<file path="src/dsd_dac_macros.svh">
// tap depth, element pair count, permutation count and index width for the dsd dac
`ifndef DSD_DAC_MACROS_SVH
`define DSD_DAC_MACROS_SVH

// history depth in taps
// also the number of dac elements per set
`define DSD_TAPS 8

// element pairs per set
// each pair is two adjacent elements
`define DEM_PAIRS 4

// rows in the element permutation table
`define DEM_PATTERNS 32

// permutation counter width
// must cover DEM_PATTERNS
`define DEM_IDX_W 5

`endif

</file>
<file path="src/dsd_dac_pkg.sv">
// dsd dac vector types, differential pair struct and dem permutation table
`include "dsd_dac_macros.svh"

package dsd_dac_pkg;

  // one bit per dac element or history tap
  typedef logic [`DSD_TAPS-1:0] dsd_word_t;

  // permutation counter value
  typedef logic [`DEM_IDX_W-1:0] dem_index_t;

  // source pair feeding one output pair
  typedef logic [1:0] pair_sel_t;

  // selects for all output pairs, entry r drives output pair r
  typedef pair_sel_t [`DEM_PAIRS-1:0] dem_sel_t;

  // differential element lines of one channel
  typedef struct packed {
    dsd_word_t pos;
    dsd_word_t neg;
  } dsd_diff_t;

  // element permutations, one row per counter value
  // fields written p3 down to p0
  // rows 0..23 cover all 24 orders, rows 24..31 repeat some of them
  localparam dem_sel_t dem_perm_table [`DEM_PATTERNS] = '{
    {2'd3, 2'd2, 2'd1, 2'd0},
    {2'd2, 2'd3, 2'd1, 2'd0},
    {2'd3, 2'd1, 2'd2, 2'd0},
    {2'd1, 2'd3, 2'd2, 2'd0},
    {2'd2, 2'd1, 2'd3, 2'd0},
    {2'd1, 2'd2, 2'd3, 2'd0},
    {2'd3, 2'd2, 2'd0, 2'd1},
    {2'd2, 2'd3, 2'd0, 2'd1},
    {2'd0, 2'd3, 2'd2, 2'd1},
    {2'd3, 2'd0, 2'd2, 2'd1},
    {2'd2, 2'd0, 2'd3, 2'd1},
    {2'd0, 2'd2, 2'd3, 2'd1},
    {2'd1, 2'd0, 2'd3, 2'd2},
    {2'd0, 2'd1, 2'd3, 2'd2},
    {2'd0, 2'd3, 2'd1, 2'd2},
    {2'd3, 2'd0, 2'd1, 2'd2},
    {2'd3, 2'd1, 2'd0, 2'd2},
    {2'd1, 2'd3, 2'd0, 2'd2},
    {2'd1, 2'd2, 2'd0, 2'd3},
    {2'd2, 2'd1, 2'd0, 2'd3},
    {2'd2, 2'd0, 2'd1, 2'd3},
    {2'd0, 2'd2, 2'd1, 2'd3},
    {2'd1, 2'd0, 2'd2, 2'd3},
    {2'd0, 2'd1, 2'd2, 2'd3},
    // extra rows
    {2'd0, 2'd1, 2'd2, 2'd3},
    {2'd0, 2'd3, 2'd1, 2'd2},
    {2'd1, 2'd3, 2'd2, 2'd0},
    {2'd3, 2'd2, 2'd0, 2'd1},
    {2'd0, 2'd2, 2'd3, 2'd1},
    {2'd3, 2'd2, 2'd1, 2'd0},
    {2'd2, 2'd1, 2'd0, 2'd3},
    {2'd0, 2'd1, 2'd3, 2'd2}
  };

endpackage

</file>
<file path="src/dsd_shift_channel.sv">
// single channel dsd history shift register with stability and capture checks
`include "dsd_dac_macros.svh"

module dsd_shift_channel
  import dsd_dac_pkg::*;
(
  input  logic      mclk,
  input  logic      reset_n,
  input  logic      dsd_strobe_i,
  input  logic      dsd_bit_i,
  output dsd_word_t history_o
);

  // last DSD_TAPS bits, newest in bit 0
  dsd_word_t history_q;

  // shift only on a bit strobe
  // older bits move one tap up, oldest falls off the top
  always_ff @(posedge mclk or negedge reset_n) begin
    if (!reset_n) begin
      history_q <= '0;
    end else if (dsd_strobe_i) begin
      history_q <= {history_q[`DSD_TAPS-2:0], dsd_bit_i};
    end
  end

  assign history_o = history_q;

  // no strobe, no movement
  a_hold_no_strobe: assert property (
    @(posedge mclk) disable iff (!reset_n)
    !dsd_strobe_i |=> $stable(history_o)
  );

  // strobed bit lands in tap 0 on the next cycle
  // and the rest of the word moved up by one
  a_capture_bit: assert property (
    @(posedge mclk) disable iff (!reset_n)
    dsd_strobe_i |=> (history_o[0] == $past(dsd_bit_i)) &&
                     (history_o[`DSD_TAPS-1:1] == $past(history_o[`DSD_TAPS-2:0]))
  );

endmodule

</file>
<file path="src/dem_permuter.sv">
// dem permutation counter and table lookup producing output pair selects
`include "dsd_dac_macros.svh"

module dem_permuter
  import dsd_dac_pkg::*;
(
  input  logic     mclk,
  input  logic     reset_n,
  input  logic     dsd_strobe_i,
  output dem_sel_t dem_sel_o
);

  // current permutation row
  dem_index_t idx_q;

  // one step per dsd bit
  // runs whether scrambling is on or not
  // wraps naturally at DEM_PATTERNS
  always_ff @(posedge mclk or negedge reset_n) begin
    if (!reset_n) begin
      idx_q <= '0;
    end else if (dsd_strobe_i) begin
      idx_q <= idx_q + dem_index_t'(1);
    end
  end

  // plain lookup, no register
  // select changes right after the strobe edge
  assign dem_sel_o = dem_perm_table[idx_q];

  // exactly one step per strobe, modulo the table size
  a_idx_step: assert property (
    @(posedge mclk) disable iff (!reset_n)
    dsd_strobe_i |=> idx_q == dem_index_t'($past(idx_q) + dem_index_t'(1))
  );

endmodule

</file>
<file path="src/dsd_dac_driver.sv">
// differential element driver with optional dem scrambling, output registers and pair checks
`include "dsd_dac_macros.svh"

module dsd_dac_driver
  import dsd_dac_pkg::*;
(
  input  logic      mclk,
  input  logic      reset_n,
  input  logic      dsd_strobe_i,
  input  logic      dem_en_i,
  input  dsd_word_t hist_l_i,
  input  dsd_word_t hist_r_i,
  output dsd_diff_t dac_l_o,
  output dsd_diff_t dac_r_o
);

  // shared select for both channels
  dem_sel_t  dem_sel;

  dsd_diff_t dac_l_d;
  dsd_diff_t dac_r_d;
  dsd_diff_t dac_l_q;
  dsd_diff_t dac_r_q;

  // source pair p sits at word bits 7-2p and 6-2p
  function automatic logic [1:0] pair_src(dsd_word_t w, pair_sel_t p);
    return w[`DSD_TAPS-1-2*int'(p) -: 2];
  endfunction

  // pos and neg sets for one channel
  function automatic dsd_diff_t drive_word(dsd_word_t w, dem_sel_t sel, logic en);
    dsd_diff_t d;
    d.pos = w;
    // scrambled: output pair r fed by source pair sel[r]
    if (en) begin
      for (int r = 0; r < `DEM_PAIRS; r++) begin
        d.pos[2*r]   = w[`DSD_TAPS-1-2*int'(sel[r])];
        d.pos[2*r+1] = w[`DSD_TAPS-2-2*int'(sel[r])];
      end
    end
    // neg runs the other way round, inverted
    for (int k = 0; k < `DSD_TAPS; k++) begin
      d.neg[k] = ~w[`DSD_TAPS-1-k];
    end
    return d;
  endfunction

  dem_permuter u_permuter (
    .mclk         (mclk),
    .reset_n      (reset_n),
    .dsd_strobe_i (dsd_strobe_i),
    .dem_sel_o    (dem_sel)
  );

  // next element states
  always_comb begin
    dac_l_d = drive_word(hist_l_i, dem_sel, dem_en_i);
    dac_r_d = drive_word(hist_r_i, dem_sel, dem_en_i);
  end

  // element lines retimed every mclk
  always_ff @(posedge mclk or negedge reset_n) begin
    if (!reset_n) begin
      dac_l_q <= '0;
      dac_r_q <= '0;
    end else begin
      dac_l_q <= dac_l_d;
      dac_r_q <= dac_r_d;
    end
  end

  assign dac_l_o = dac_l_q;
  assign dac_r_o = dac_r_q;

  // scrambling moves bits between pairs, never drops or adds one
  // checked against the history and select seen a cycle earlier
  for (genvar r = 0; r < `DEM_PAIRS; r++) begin : g_pair_chk
    a_pair_ones: assert property (
      @(posedge mclk) disable iff (!reset_n)
      $past(dem_en_i) |->
        ($countones(dac_l_o.pos[2*r +: 2]) ==
         $past($countones(pair_src(hist_l_i, dem_sel[r])))) &&
        ($countones(dac_r_o.pos[2*r +: 2]) ==
         $past($countones(pair_src(hist_r_i, dem_sel[r]))))
    );
  end

endmodule

</file>
<file path="src/dsd_dac_top.sv">
// one bit dsd dac top level with left and right history shifters and the element driver
module dsd_dac_top
  import dsd_dac_pkg::*;
(
  input  logic      mclk,
  input  logic      reset_n,
  input  logic      dsd_strobe_i,
  input  logic      dsd_l_i,
  input  logic      dsd_r_i,
  input  logic      dem_en_i,
  output dsd_diff_t dac_l_o,
  output dsd_diff_t dac_r_o
);

  // per channel history words
  dsd_word_t hist_l;
  dsd_word_t hist_r;

  // left channel history
  dsd_shift_channel u_left (
    .mclk         (mclk),
    .reset_n      (reset_n),
    .dsd_strobe_i (dsd_strobe_i),
    .dsd_bit_i    (dsd_l_i),
    .history_o    (hist_l)
  );

  // right channel history, same strobe
  dsd_shift_channel u_right (
    .mclk         (mclk),
    .reset_n      (reset_n),
    .dsd_strobe_i (dsd_strobe_i),
    .dsd_bit_i    (dsd_r_i),
    .history_o    (hist_r)
  );

  // shared dem select, registered element outputs
  dsd_dac_driver u_driver (
    .mclk         (mclk),
    .reset_n      (reset_n),
    .dsd_strobe_i (dsd_strobe_i),
    .dem_en_i     (dem_en_i),
    .hist_l_i     (hist_l),
    .hist_r_i     (hist_r),
    .dac_l_o      (dac_l_o),
    .dac_r_o      (dac_r_o)
  );

endmodule

</file>
<file path="config.mk">
export PLATFORM = sky130hd
export DESIGN_NAME = dsd_dac_top
export DESIGN_NICKNAME = d
export VERILOG_FILES = /design/src/dsd_dac_pkg.sv /design/src/dsd_shift_channel.sv /design/src/dem_permuter.sv /design/src/dsd_dac_driver.sv /design/src/dsd_dac_top.sv
export VERILOG_INCLUDE_DIRS = /design/src
export SDC_FILE = /design/constraint.sdc
export NUM_CORES = 1
export LEC_CHECK = 0
export ABC_AREA = 1
export CAP_MARGIN = 20
export CORE_MARGIN = 4
export CORE_UTILIZATION = 40
export CTS_CLUSTER_SIZE = 25
export DETAILED_ROUTE_END_ITERATION = 7
export DONT_BUFFER_PORTS = 1
export GPL_ROUTABILITY_DRIVEN = 1
export PLACE_DENSITY = 0.6
export SLEW_MARGIN = 20
export SYNTH_ARGS = -nofsm -noshare
export SYNTH_HDL_FRONTEND = slang
export SYNTH_SLANG_ARGS = --single-unit
export TNS_END_PERCENT = 10
</file>
<file path="constraint.sdc">
create_clock -name mclk -period 5.3 [get_ports mclk]
set_input_delay 1.06 -clock mclk [delete_from_list [all_inputs] [get_ports mclk]]
set_output_delay 1.06 -clock mclk [all_outputs]
set_load 0.005 [all_outputs]
</file>
==> results.json <==
{
  "cts_repair_resize_count": 0,
  "timing_worst_slew_pin_value_ns": 0.697,
  "synth.most_common_cell": "sky130_fd_sc_hd__nand2_1",
  "timing.hold.worst.class": "input pin to async pin",
  "global_route_wire_length_before_repair_microns": 12200,
  "worst-endpoint-arrival_ns": 2.50,
  "worst_r2r_startpoint": "u_driver.u_permuter.idx_q[2]$_DFFE_PN0P_",
  "initial_core_util_pct": 40.8,
  "finalWorstPathRequiredPeriod_ns": 2.25,
  "clkSlewWorstSetupHoldPaths_ns": 0.10,
  "cp_top_family": "simple AND/OR/NAND/NOR gates",
  "reg2reg_depth": 10,
  "grtUsageMet3_pct": 3.25,
  "timing.critical_path.from": "u_driver.u_permuter.idx_q[2]$_DFFE_PN0P_",
  "vdd_drop_max_uv": 231,
  "clock.fmax_ghz": 0.444,
  "number_of_remaining_drc_errors": 0,
  "tritoncts": "yes",
  "synth.net_count": 407,
  "synth_cell_types": 30,
  "route.vias.total": 2512,
  "critical_path_cell_count": 10,
  "finalSetupTns_ns": 0,
  "first_pass_iters": 4,
  "slowest_stage": "sky130_fd_sc_hd__dfrtp_1",
  "net-switching-power_uw": 1200,
  "cts_post_setup_buffers_inserted": 0,
  "h-tree-depth": 2,
  "crit_path_cell_trace": "inv_2 -> ha_1 -> o21bai_1 -> nand2_2 -> nand3_4 -> nand2_1 -> nand3_1 -> nand2_1 -> nand2_1 -> nand2_1",
  "global_placement_routability_congestion": 0.930,
  "overflow": 0,
  "global_route_usage_over_all_layers_pct": 16.6,
  "cts_inserted_buffers": 5,
  "final.setup.worst_slack_ns": 3.05,
  "ys.warnings.count": 0,
  "port-buffer-count": 0,
  "synth_area_sq_um": 3140,
  "timing.max_cap.violations": 0,
  "critical_path.most_common_cell": "sky130_fd_sc_hd__nand2_1",
  "grt_max_degree": 54,
  "cts_hold_buf": 0,
  "timing.final.crit_share_pct": 42.5,
  "crit_required_ns": 5.54,
  "core-area_sq_um": 7690,
  "drt-wirelength-per-cell_microns": 14.9,
  "detailedPlace.worstSlack_ns": 3.08,
  "power_per_cell_area_nw_per_um2": 707,
  "row_cnt": 32,
  "clkSinkCount": 53,
  "worst_path_largest_cell_delay_ns": 0.66,
  "status": "finished clean",
  "power_leakage_uw": 0.00165,
  "timing.final.hold_violations": 0,
  "ys.flop_type": "sky130_fd_sc_hd__dfrtp_1",
  "clockPowerShare_pct": 10.1,
  "cts-root-to-sink-buffers": 2,
  "worst_slew_margin_rel_pct": 53.6,
  "drt-vias-per-instance": 5.16,
  "syn-instance-count": 389,
  "worst_setup_path_end": "u_driver.dac_r_o[10]$_DFF_PN0_",
  "synth-seq-cells": 53,
  "yosys.area.top_type_share_pct": 42.3,
  "num-nets-final": 402,
  "synth.yosys.seq_area_share_pct": 42.3,
  "power_frac_seq_pct": 27.7,
  "critical_path_buf_inv_count": 1,
  "grt.met1_usage_pct": 23.1,
  "synth_area_per_cell_sq_um": 8.06,
  "ant_nets": 0,
  "path_class": "flop to flop",
  "async_flop_share_pct": 100,
  "synth_common_cells": "147 x sky130_fd_sc_hd__nand2_1, 65 x sky130_fd_sc_hd__nand3_1, 53 x sky130_fd_sc_hd__dfrtp_1, 25 x sky130_fd_sc_hd__inv_1, 17 x sky130_fd_sc_hd__o21ai_0",
  "critPathLaunchType": "flop",
  "power_switching_share_pct": 52.3,
  "antenna_cells": 0,
  "combinational_power_share_pct": 62.2,
  "area.growth.synth_to_final_pct": 3.83,
  "die_area_sq_um": 9320,
  "place_hpwl_microns": 5280,
  "globalRouteMet2Util_pct": 26.4,
  "post_route_cells_drive_above_1_share_pct": 10.9,
  "ff2ff_setup_slack_ns": 3.05,
  "unrepaired_setup_endpoints_after_global_routing": "false",
  "grt_antenna_before_repair": 0,
  "synth_enable_flop_cells": 0,
  "clock_latency_ns": 0.30,
  "cell_internal_pwr_uw": 1100,
  "chip_height_microns": 96.6,
  "io_pins": 38,
  "r2r_end": "u_driver.dac_r_o[10]$_DFF_PN0_",
  "synthTopCellsByArea": "sky130_fd_sc_hd__dfrtp_1 42%, sky130_fd_sc_hd__nand2_1 18%, sky130_fd_sc_hd__nand3_1 10%",
  "path_max_fanout": 16,
  "grt.busiest_layer": "met2",
  "grt_pass1_vias": 2371,
  "finalSetupViolCount": 0,
  "die_w_microns": 96.6,
  "routed_wirelength_microns": 7240,
  "ctsRootBufferMaster": "sky130_fd_sc_hd__clkbuf_8",
  "worst_hold_margin_ns": 0.437,
  "number_of_drc_violations_after_detailed_routing_iteration_0": 181,
  "synth_area_leader_cell": "sky130_fd_sc_hd__dfrtp_1",
  "timing_max_transition_violations_final": 0,
  "endpoint_kind": "flop",
  "finalClockSkew_ns": 0.00708
}
## sequential cells by signal, indices dropped and copies added, names as in the netlist
| name | count |
|---|---|
| u_driver.dac_l_o | 16 |
| u_driver.dac_r_o | 16 |
| u_left.history_o | 8 |
| u_right.history_o | 8 |
| u_driver.u_permuter.idx_q | 5 |
## per-stage QoR
stage	utilization, %	std cells	power, uW	area, sq um
after CTS	42.4	487	2320	3260
after detailed placement	41.2	479	2080	3170
after global placement	41.2	479	2060	3170
after global routing	42.4	487	2550	3260
after floorplan	-	389	1830	3140
final	42.4	487	2300	3260
## layout make-up
class / count / area, sq um
inverter: 32 / 134
clock inverter: 2 / 13.8
fill: 806 / 4430
sequential: 53 / 1330
tap: 102 / 128
multi-input combinational: 292 / 1580
clock buffer: 6 / 72.6
## routing by layer
layer,wire [microns],part of all wire [%],vias up
met5,0,0,-
met4,76,1.1,0
met3,377,5.2,8
met2,3370,47,63
met1,3410,47,1189
li1,-,-,1252
## logic make-up after synthesis
family | share of synthesized area, %
simple gates | 37.9
compound gates | 6.98
fa+ha+maj | 4.79
buf+inv | 7.26
flops | 42.3
xor+xnor | 0.838
## power groups by stage
stage	Combinational [uW]	Clock (uW)	Sequential, uW
2_1_floorplan	1240	0	586
3_3_place_gp	1410	0	649
3_5_place_dp	1430	0	650
4_1_cts	1430	241	642
5_1_grt	1630	260	660
6_report	1430	231	638
## cell usage in the layout, fill, tap and decap left out
| cell | n |
|---|---|
| sky130_fd_sc_hd__nand2_1 | 147 |
| sky130_fd_sc_hd__nand3_1 | 65 |
| sky130_fd_sc_hd__dfrtp_1 | 53 |
| sky130_fd_sc_hd__inv_1 | 25 |
| sky130_fd_sc_hd__o21ai_0 | 17 |
| sky130_fd_sc_hd__ha_1 | 12 |
| sky130_fd_sc_hd__nand4_1 | 8 |
| sky130_fd_sc_hd__inv_2 | 6 |
| sky130_fd_sc_hd__nand2_2 | 5 |
| sky130_fd_sc_hd__nand3_2 | 5 |
| sky130_fd_sc_hd__nand2_4 | 5 |
| sky130_fd_sc_hd__nor2_1 | 5 |
| sky130_fd_sc_hd__clkbuf_8 | 5 |
| sky130_fd_sc_hd__nand3_4 | 4 |
| sky130_fd_sc_hd__a21oi_1 | 3 |
| sky130_fd_sc_hd__xor2_1 | 3 |
| sky130_fd_sc_hd__o21ai_4 | 2 |
| sky130_fd_sc_hd__o21ai_2 | 2 |
| sky130_fd_sc_hd__bufinv_8 | 1 |
| sky130_fd_sc_hd__or2_1 | 1 |
| sky130_fd_sc_hd__nor2_2 | 1 |
| sky130_fd_sc_hd__o21bai_1 | 1 |
| sky130_fd_sc_hd__nand4_4 | 1 |
| sky130_fd_sc_hd__o21ai_1 | 1 |
| sky130_fd_sc_hd__a21oi_4 | 1 |
| sky130_fd_sc_hd__o211ai_4 | 1 |
| sky130_fd_sc_hd__o22ai_2 | 1 |
| sky130_fd_sc_hd__a31oi_1 | 1 |
| sky130_fd_sc_hd__inv_6 | 1 |
| sky130_fd_sc_hd__clkinv_2 | 1 |
| sky130_fd_sc_hd__clkbuf_1 | 1 |
## worst min path at each step
stage	from	end	slack, ns	cells past startpoint
finish	reset_n	u_driver.u_permuter.idx_q[2]$_DFFE_PN0P_	0.44	0
global route	reset_n	u_driver.dac_l_o[11]$_DFF_PN0_	0.41	0
CTS	reset_n	u_driver.dac_l_o[9]$_DFF_PN0_	0.42	0
detailed placement	u_left.history_o[7]$_DFFE_PN0P_	u_driver.dac_l_o[15]$_DFF_PN0_	0.47	2
global placement	u_left.history_o[7]$_DFFE_PN0P_	u_driver.dac_l_o[15]$_DFF_PN0_	0.46	2
floorplan	u_left.history_o[7]$_DFFE_PN0P_	u_driver.dac_l_o[15]$_DFF_PN0_	0.45	2
Power figures use the tool's default switching activity.
